===== src/nnPkg.sv =====
`default_nettype none

package nnPkg;

	localparam int dataWidth = 16;

	// top two bits of the word address
	localparam logic [1:0] bankCtrl = 2'd0;
	localparam logic [1:0] bankAct = 2'd1;	// row must be 0, col is the input
	localparam logic [1:0] bankWeight = 2'd2;	// row is the neuron, col is the input
	localparam logic [1:0] bankBias = 2'd3;	// row is the neuron, col must be 0

	localparam logic [7:0] regCtrl = 8'h00;	// bit 0 written as 1 starts a layer run
	localparam logic [7:0] regStatus = 8'h01;	// bit 0 busy, bit 1 done
	localparam logic [7:0] regResultBase = 8'h10;	// result of neuron n at base plus n

	// word address, paddr bits 11 to 2
	typedef union packed {
		struct packed {
			logic [1:0] bank;
			logic [3:0] row;
			logic [3:0] col;
		} arrayView;
		struct packed {
			logic [1:0] bank;
			logic [7:0] regNum;
		} regView;
	} regAddr_t;

endpackage

`default_nettype wire


===== src/apbRegFile.sv =====
`timescale 1ns/1ps
`default_nettype none

module apbRegFile import nnPkg::*;
#(
	parameter int numInputs = 8,
	parameter int numNeurons = 4
)
(
	input logic clk,
	input logic reset,
	input logic psel,
	input logic penable,
	input logic pwrite,
	input logic [11:0] paddr,
	input logic [dataWidth-1:0] pwdata,
	input logic [3:0] index,
	input logic busy,
	input logic done,
	input logic [numNeurons-1:0][dataWidth-1:0] results,
	output logic [dataWidth-1:0] prdata,
	output logic pready,
	output logic pslverr,
	output logic start,
	output logic [dataWidth-1:0] curActivation,
	output logic [numNeurons-1:0][dataWidth-1:0] curWeights,
	output logic [numNeurons-1:0][dataWidth-1:0] biases
);
	localparam int inBits = (numInputs > 1) ? $clog2(numInputs) : 1;
	localparam int nBits = (numNeurons > 1) ? $clog2(numNeurons) : 1;

	regAddr_t addr;
	logic access;
	logic arrayBank;
	logic colOk;
	logic rowOk;
	logic [7:0] resNum;
	logic isResult;
	logic addrValid;
	logic wrEn;
	logic [dataWidth-1:0] readData;
	logic [dataWidth-1:0] activations [numInputs];
	logic [dataWidth-1:0] weights [numNeurons][numInputs];

	assign addr = paddr[11:2];
	assign access = psel && penable;
	assign arrayBank = addr.regView.bank != bankCtrl;
	assign colOk = {1'b0, addr.arrayView.col} < 5'(numInputs);
	assign rowOk = {1'b0, addr.arrayView.row} < 5'(numNeurons);
	assign resNum = addr.regView.regNum - regResultBase;
	assign isResult = (addr.regView.regNum >= regResultBase) && (resNum < 8'(numNeurons));

	always_comb
	begin
		case (addr.regView.bank)
			bankCtrl:
				addrValid = (addr.regView.regNum == regCtrl) ||
					(addr.regView.regNum == regStatus) || isResult;
			bankAct:
				addrValid = colOk && (addr.arrayView.row == 4'd0);
			bankWeight:
				addrValid = colOk && rowOk;
			default:
				addrValid = rowOk && (addr.arrayView.col == 4'd0);
		endcase
	end

	// operands must not change under a running layer, so array writes wait
	assign pready = !(access && pwrite && arrayBank && busy);
	assign pslverr = access && pready && !addrValid;
	assign wrEn = access && pwrite && pready && addrValid;

	always_comb
	begin
		readData = '0;
		case (addr.regView.bank)
			bankCtrl:
				if (addr.regView.regNum == regStatus)
					readData = {{(dataWidth-2){1'b0}}, done, busy};
				else if (isResult)
					readData = results[resNum[nBits-1:0]];	// regCtrl reads as zero
			bankAct:
				readData = activations[addr.arrayView.col[inBits-1:0]];
			bankWeight:
				readData = weights[addr.arrayView.row[nBits-1:0]][addr.arrayView.col[inBits-1:0]];
			default:
				readData = biases[addr.arrayView.row[nBits-1:0]];
		endcase
	end

	assign prdata = (access && !pwrite && addrValid) ? readData : '0;

	always_ff @(posedge clk)
	begin
		if (reset)
		begin
			start <= 1'b0;
			for (int i = 0; i < numInputs; i++)
				activations[i] <= '0;
			for (int n = 0; n < numNeurons; n++)
			begin
				biases[n] <= '0;
				for (int i = 0; i < numInputs; i++)
					weights[n][i] <= '0;
			end
		end
		else
		begin
			start <= wrEn && (addr.regView.bank == bankCtrl) &&
				(addr.regView.regNum == regCtrl) && pwdata[0];
			if (wrEn)
			begin
				case (addr.regView.bank)
					bankAct:
						activations[addr.arrayView.col[inBits-1:0]] <= pwdata;
					bankWeight:
						weights[addr.arrayView.row[nBits-1:0]][addr.arrayView.col[inBits-1:0]] <= pwdata;
					bankBias:
						biases[addr.arrayView.row[nBits-1:0]] <= pwdata;
					default:
						;	// status and result registers are read only
				endcase
			end
		end
	end

	// one input column broadcast to every neuron
	assign curActivation = activations[index[inBits-1:0]];

	always_comb
	begin
		for (int n = 0; n < numNeurons; n++)
			curWeights[n] = weights[n][index[inBits-1:0]];
	end

endmodule

`default_nettype wire


===== src/layerSequencer.sv =====
`timescale 1ns/1ps
`default_nettype none

module layerSequencer
#(
	parameter int numInputs = 8
)
(
	input logic clk,
	input logic reset,
	input logic start,
	output logic [3:0] index,
	output logic clear,
	output logic accumulate,
	output logic finish,
	output logic busy,
	output logic done
);
	logic stepping;
	logic lastStep;
	logic lastAcc;
	logic accept;

	assign accept = start && !busy;	// a start during a run is dropped
	assign lastStep = stepping && (index == 4'(numInputs - 1));

	always_ff @(posedge clk)
	begin
		if (reset)
		begin
			index <= '0;
			stepping <= 1'b0;
			clear <= 1'b0;
			accumulate <= 1'b0;
			lastAcc <= 1'b0;
			finish <= 1'b0;
			busy <= 1'b0;
			done <= 1'b0;
		end
		else
		begin
			clear <= accept;
			accumulate <= stepping;	// neuron operands lag the index by one cycle
			lastAcc <= lastStep;
			finish <= lastAcc;

			if (accept)
			begin
				index <= '0;
				stepping <= 1'b1;
				busy <= 1'b1;
				done <= 1'b0;
			end
			else if (lastStep)
				stepping <= 1'b0;
			else if (stepping)
				index <= index + 4'd1;

			if (finish)
			begin
				busy <= 1'b0;
				done <= 1'b1;	// sticky until the next accepted start
			end
		end
	end

endmodule

`default_nettype wire


===== src/neuronMac.sv =====
`timescale 1ns/1ps
`default_nettype none

module neuronMac import nnPkg::*;
(
	input logic clk,
	input logic reset,
	input logic clear,
	input logic accumulate,
	input logic finish,
	input logic signed [dataWidth-1:0] activation,
	input logic signed [dataWidth-1:0] weight,
	input logic signed [dataWidth-1:0] bias,
	output logic [dataWidth-1:0] result
);
	logic signed [dataWidth-1:0] actReg;
	logic signed [dataWidth-1:0] weightReg;
	logic signed [dataWidth-1:0] product;
	logic signed [dataWidth-1:0] acc;
	logic signed [dataWidth-1:0] biased;

	assign product = actReg * weightReg;	// only the low half of the product survives
	assign biased = acc + bias;

	always_ff @(posedge clk)
	begin
		actReg <= activation;
		weightReg <= weight;
	end

	always_ff @(posedge clk)
	begin
		if (reset)
		begin
			acc <= '0;
			result <= '0;
		end
		else
		begin
			if (clear)
				acc <= '0;
			else if (accumulate)
				acc <= acc + product;	// wraps in 16 bits, no saturation

			// ReLU
			if (finish)
				result <= biased[dataWidth-1] ? '0 : biased;
		end
	end

endmodule

`default_nettype wire


===== src/nnLayerTop.sv =====
`timescale 1ns/1ps
`default_nettype none

module nnLayerTop import nnPkg::*;
#(
	parameter int numInputs = 8,
	parameter int numNeurons = 4
)
(
	input logic clk,
	input logic reset,
	input logic psel,
	input logic penable,
	input logic pwrite,
	input logic [11:0] paddr,
	input logic [dataWidth-1:0] pwdata,
	output logic [dataWidth-1:0] prdata,
	output logic pready,
	output logic pslverr
);
	logic start;
	logic [3:0] index;
	logic clear;
	logic accumulate;
	logic finish;
	logic busy;
	logic done;
	logic [dataWidth-1:0] curActivation;
	logic [numNeurons-1:0][dataWidth-1:0] curWeights;
	logic [numNeurons-1:0][dataWidth-1:0] biases;
	logic [numNeurons-1:0][dataWidth-1:0] results;

	apbRegFile #(
		.numInputs(numInputs),
		.numNeurons(numNeurons)
	) regFile (
		.clk(clk),
		.reset(reset),
		.psel(psel),
		.penable(penable),
		.pwrite(pwrite),
		.paddr(paddr),
		.pwdata(pwdata),
		.index(index),
		.busy(busy),
		.done(done),
		.results(results),
		.prdata(prdata),
		.pready(pready),
		.pslverr(pslverr),
		.start(start),
		.curActivation(curActivation),
		.curWeights(curWeights),
		.biases(biases)
	);

	layerSequencer #(
		.numInputs(numInputs)
	) sequencer (
		.clk(clk),
		.reset(reset),
		.start(start),
		.index(index),
		.clear(clear),
		.accumulate(accumulate),
		.finish(finish),
		.busy(busy),
		.done(done)
	);

	for (genvar n = 0; n < numNeurons; n++)
	begin : neuron
		neuronMac mac (
			.clk(clk),
			.reset(reset),
			.clear(clear),
			.accumulate(accumulate),
			.finish(finish),
			.activation(curActivation),
			.weight(curWeights[n]),
			.bias(biases[n]),
			.result(results[n])
		);
	end

endmodule

`default_nettype wire


===== config.mk =====
export PLATFORM = sky130hd
export DESIGN_NAME = nnLayerTop
export DESIGN_NICKNAME = d
export VERILOG_FILES = /design/src/nnPkg.sv /design/src/apbRegFile.sv /design/src/layerSequencer.sv /design/src/neuronMac.sv /design/src/nnLayerTop.sv
export SDC_FILE = /design/constraint.sdc
export NUM_CORES = 2
export LEC_CHECK = 0
export CORE_MARGIN = 2
export CORE_UTILIZATION = 60
export DETAILED_ROUTE_END_ITERATION = 16
export DONT_BUFFER_PORTS = 1
export HOLD_SLACK_MARGIN = 0.08
export PLACE_DENSITY = 0.76
export SYNTH_ARGS = -nofsm -noshare
export SYNTH_HDL_FRONTEND = slang
export SYNTH_HIERARCHICAL = 1
export SYNTH_SLANG_ARGS = --single-unit

===== constraint.sdc =====
create_clock -name clk -period 10.83 [get_ports clk]
set_clock_uncertainty 0.1 [all_clocks]
set_input_delay 2.166 -clock clk [delete_from_list [all_inputs] [get_ports clk]]
set_output_delay 2.166 -clock clk [all_outputs]
set_load 0.05 [all_outputs]

==> impl_metrics.tcl <==
set metrics [dict create \
    worstSetupStartpointType "input port" \
    synth_area_leader_cell "edfxtp_1" \
    setup_viol 0 \
    cts_buffers 101 \
    grt_overflow 0 \
    synthTopCellsByArea "edfxtp_1 (29%), fa_1 (11%), dfxtp_1 (10%)" \
    grt.total_usage_pct 37.4 \
    dieArea_um2 112000 \
    synth-compound-area-share_pct 6.46 \
    wl_um 208000 \
    synthesis.nets 6735 \
    rows 121 \
    crit_type "input port to output port" \
    fin_nets 6563 \
    synth_xor_area_share_pct 3.19 \
    worstPathArrival_ns 5.89 \
    path_cells "mux2i_1, o22ai_1, or4_1, o21ai_0, a31oi_1, buf_4" \
    synthDistinctLibCells 91 \
    p_leak_nw 28.7 \
    holdBufCountCts 0 \
    core_area_um2 109000 \
    grt_pass1_vias 47600 \
    seq_area_frac_synth_pct 39.3 \
    drv_slew 2 \
    drive_gt1_share_pct 10.6 \
    slew_headroom_pct -5.28 \
    cts_root_buf "clkbuf_16" \
    synth_seq_cells 968 \
    synth_area_um2 65700 \
    htree_levels 3 \
    max_slew.worst_pin.slew_ns 1.56 \
    mostFrequentLayoutCells "inv_1 (727), nor2_1 (640), edfxtp_1 (640), and2_1 (476), nand2_1 (454)" \
    crit_fanout 252 \
    cts_resized 0 \
    min-delay-start "sequencer/lastAcc" \
    cp_top_family "compound AO/OA/AOI/OAI gates" \
    area_growth_pct 6.53 \
    timing.final.hold_violations 0 \
    synthArstFlopShare_pct 0 \
    layout_commonest_cell "inv_1" \
    cts_tree "built" \
    cap_viol_max_count 3 \
    synth_edf_count 640 \
    clock_path_buffers 3 \
    max_freq_ghz 0.123 \
    r2r_setup_slack_ns 4.82 \
    synth-simple-area-share_pct 13.5 \
    syn_inst 5996 \
    clk_pin_slew_ns 0.06 \
    synthFlopType "edfxtp_1" \
    antenna_found_initial 27 \
    post-route-min-period_ns 8.16 \
    routed_via_density 6.50 \
    num_vias 47700 \
    place_inst 7135 \
    required_ns 8.56 \
    hpwl_um 141000 \
    status "finished, violations left" \
    syn_avg_cell_area_um2 11.0 \
    min_path_cells 1 \
    post_dp_cell_area_um2 66500 \
    initial_utilization_pct 60.4 \
    whs_endpoint "sequencer/finish" \
    tns_ns 0 \
    cp_slowest_cell "o21ai_0" \
    ir_drop_uv 173 \
    rsz0062_at_grt "false" \
    slowest_delay_ns 1.13 \
    synthMuxAreaShare_pct 13.5 \
    fin_area_um2 70000 \
    timing.critical_path.to_type "output port" \
    cts_setup_buffers 0 \
    min_period_over_period_pct 75.3 \
    ff2ff_path_depth 17 \
    gp_congestion 1.01 \
    synth_top_family_by_area "adder cells" \
    synth-adder-area-share_pct 17.7 \
    grt_max_degree 253 \
    post_drt_wl_per_cell_um 28.3 \
    ant_nets 0 \
    insertion_delay_ns 0.73 \
    yosys.area.top_type_share_pct 29.3 \
    ys_warn_count 6 \
    final_cells 7334 \
    chipHeight_um 335 \
    place.port_buffers 0 \
    violations "capacitance limit, slew limit" \
    cellPowerDensity_nw_per_um2 129 \
    min-delay-path-class "register to register" \
    firstDrtPassIters 8 \
    pin_count 51 \
    grt_pass1_wl_um 305000 \
    r2r-end "neuron[2].mac/acc[14]" \
    r2r-start "neuron[2].mac/weightReg[1]" \
    die_w_um 335 \
    first_iter_violations 6513 \
    cts.sinks 968 \
    cp_num_buf_inv 1 \
    route.detailed.drc 0 \
]
-- synth_stat cells, types with 8 or more instances --
cell type / instances
a211oi_1: 10
a21o_1: 66
a21oi_1: 162
a22oi_1: 20
a311oi_1: 8
a31oi_1: 27
a32o_1: 29
and2_1: 476
and3_1: 15
buf_1: 46
buf_2: 82
clkbuf_1: 187
dfxtp_1: 328
edfxtp_1: 640
fa_1: 376
ha_1: 330
inv_1: 727
mux2_2: 93
mux2i_1: 256
mux4_2: 234
nand2_1: 454
nand2_4: 9
nand2b_1: 50
nand3_1: 22
nand4_1: 10
nor2_1: 643
nor2b_1: 23
nor3_1: 26
nor4_1: 9
o21a_1: 28
o21ai_0: 76
o21ai_1: 10
o22ai_1: 95
o31ai_1: 12
o32ai_1: 20
or2_2: 12
or3_1: 8
or4_1: 20
xnor2_1: 151
xnor3_1: 8
xor2_1: 49
-- power by group --
| group | switching [W] | internal, W |
|---|---|---|
| clock | 0.00155 | 0.00206 |
| sequential | 0.000105 | 0.00402 |
| combinational | 0.000734 | 0.000564 |
-- layout make-up --
type | instances | area, um2
Fill cell | 8395 | 38700
Multi-Input combinational cell | 3972 | 35800
Sequential cell | 968 | 25800
Clock buffer | 134 | 2770
Inverter | 730 | 2740
Tap cell | 1414 | 1770
Clock inverter | 55 | 668
Timing Repair Buffer | 51 | 395
Antenna cell | 10 | 25.0
-- sequential cells by signal (all words and copies together) (netlist names) --
register,cells
neuron.mac/actReg,64
neuron.mac/result,60
neuron.mac/acc,64
sequencer/finish,1
sequencer/lastAcc,1
sequencer/done,1
sequencer/stepping,1
sequencer/index,4
sequencer/clear,1
neuron.mac/weightReg,64
regFile/biases,64
regFile/weights,512
regFile/start,1
sequencer/accumulate,1
sequencer/busy,1
regFile/activations,128
-- layer usage --
metal | track usage, % | up-vias | part of all wire (%)
li1 | - | 20100 | -
met1 | 47.5 | 23400 | 35
met2 | 55.5 | 3391 | 43
met3 | 11.0 | 827 | 13
met4 | 25.3 | 28 | 8.2
met5 | 0 | - | 0.099
-- worst max-delay path by stage --
stage,startpoint,endpoint,depth (start not counted)
after floorplan,paddr[6],prdata[13],10
after global placement,paddr[4],prdata[6],6
after detailed placement,paddr[4],prdata[6],6
after CTS,paddr[4],prdata[6],6
after global routing,paddr[10],prdata[5],7
final,paddr[7],prdata[2],6
-- per-stage QoR --
stage | setup slack, ns | utilization, % | power [W] | hold slack [ns]
final | 2.67 | 64.4 | 0.00904 | 0.348
after global routing | 3.10 | 64.4 | 0.00933 | 0.359
after CTS | 3.42 | 64.4 | 0.00902 | 0.350
after detailed placement | 3.42 | 61.2 | 0.00546 | 0.330
after global placement | 3.44 | 61.2 | 0.00543 | 0.328
after floorplan | 3.50 | - | 0.00516 | 0.314
-- logic make-up after synthesis --
kind of cell / Yosys count
simple gates: 1832
buf+inv: 1056
flops: 968
fa+ha+maj: 706
compound gates: 629
mux: 583
xor+xnor: 218
other cells: 4
Power figures use the tool's default switching activity.
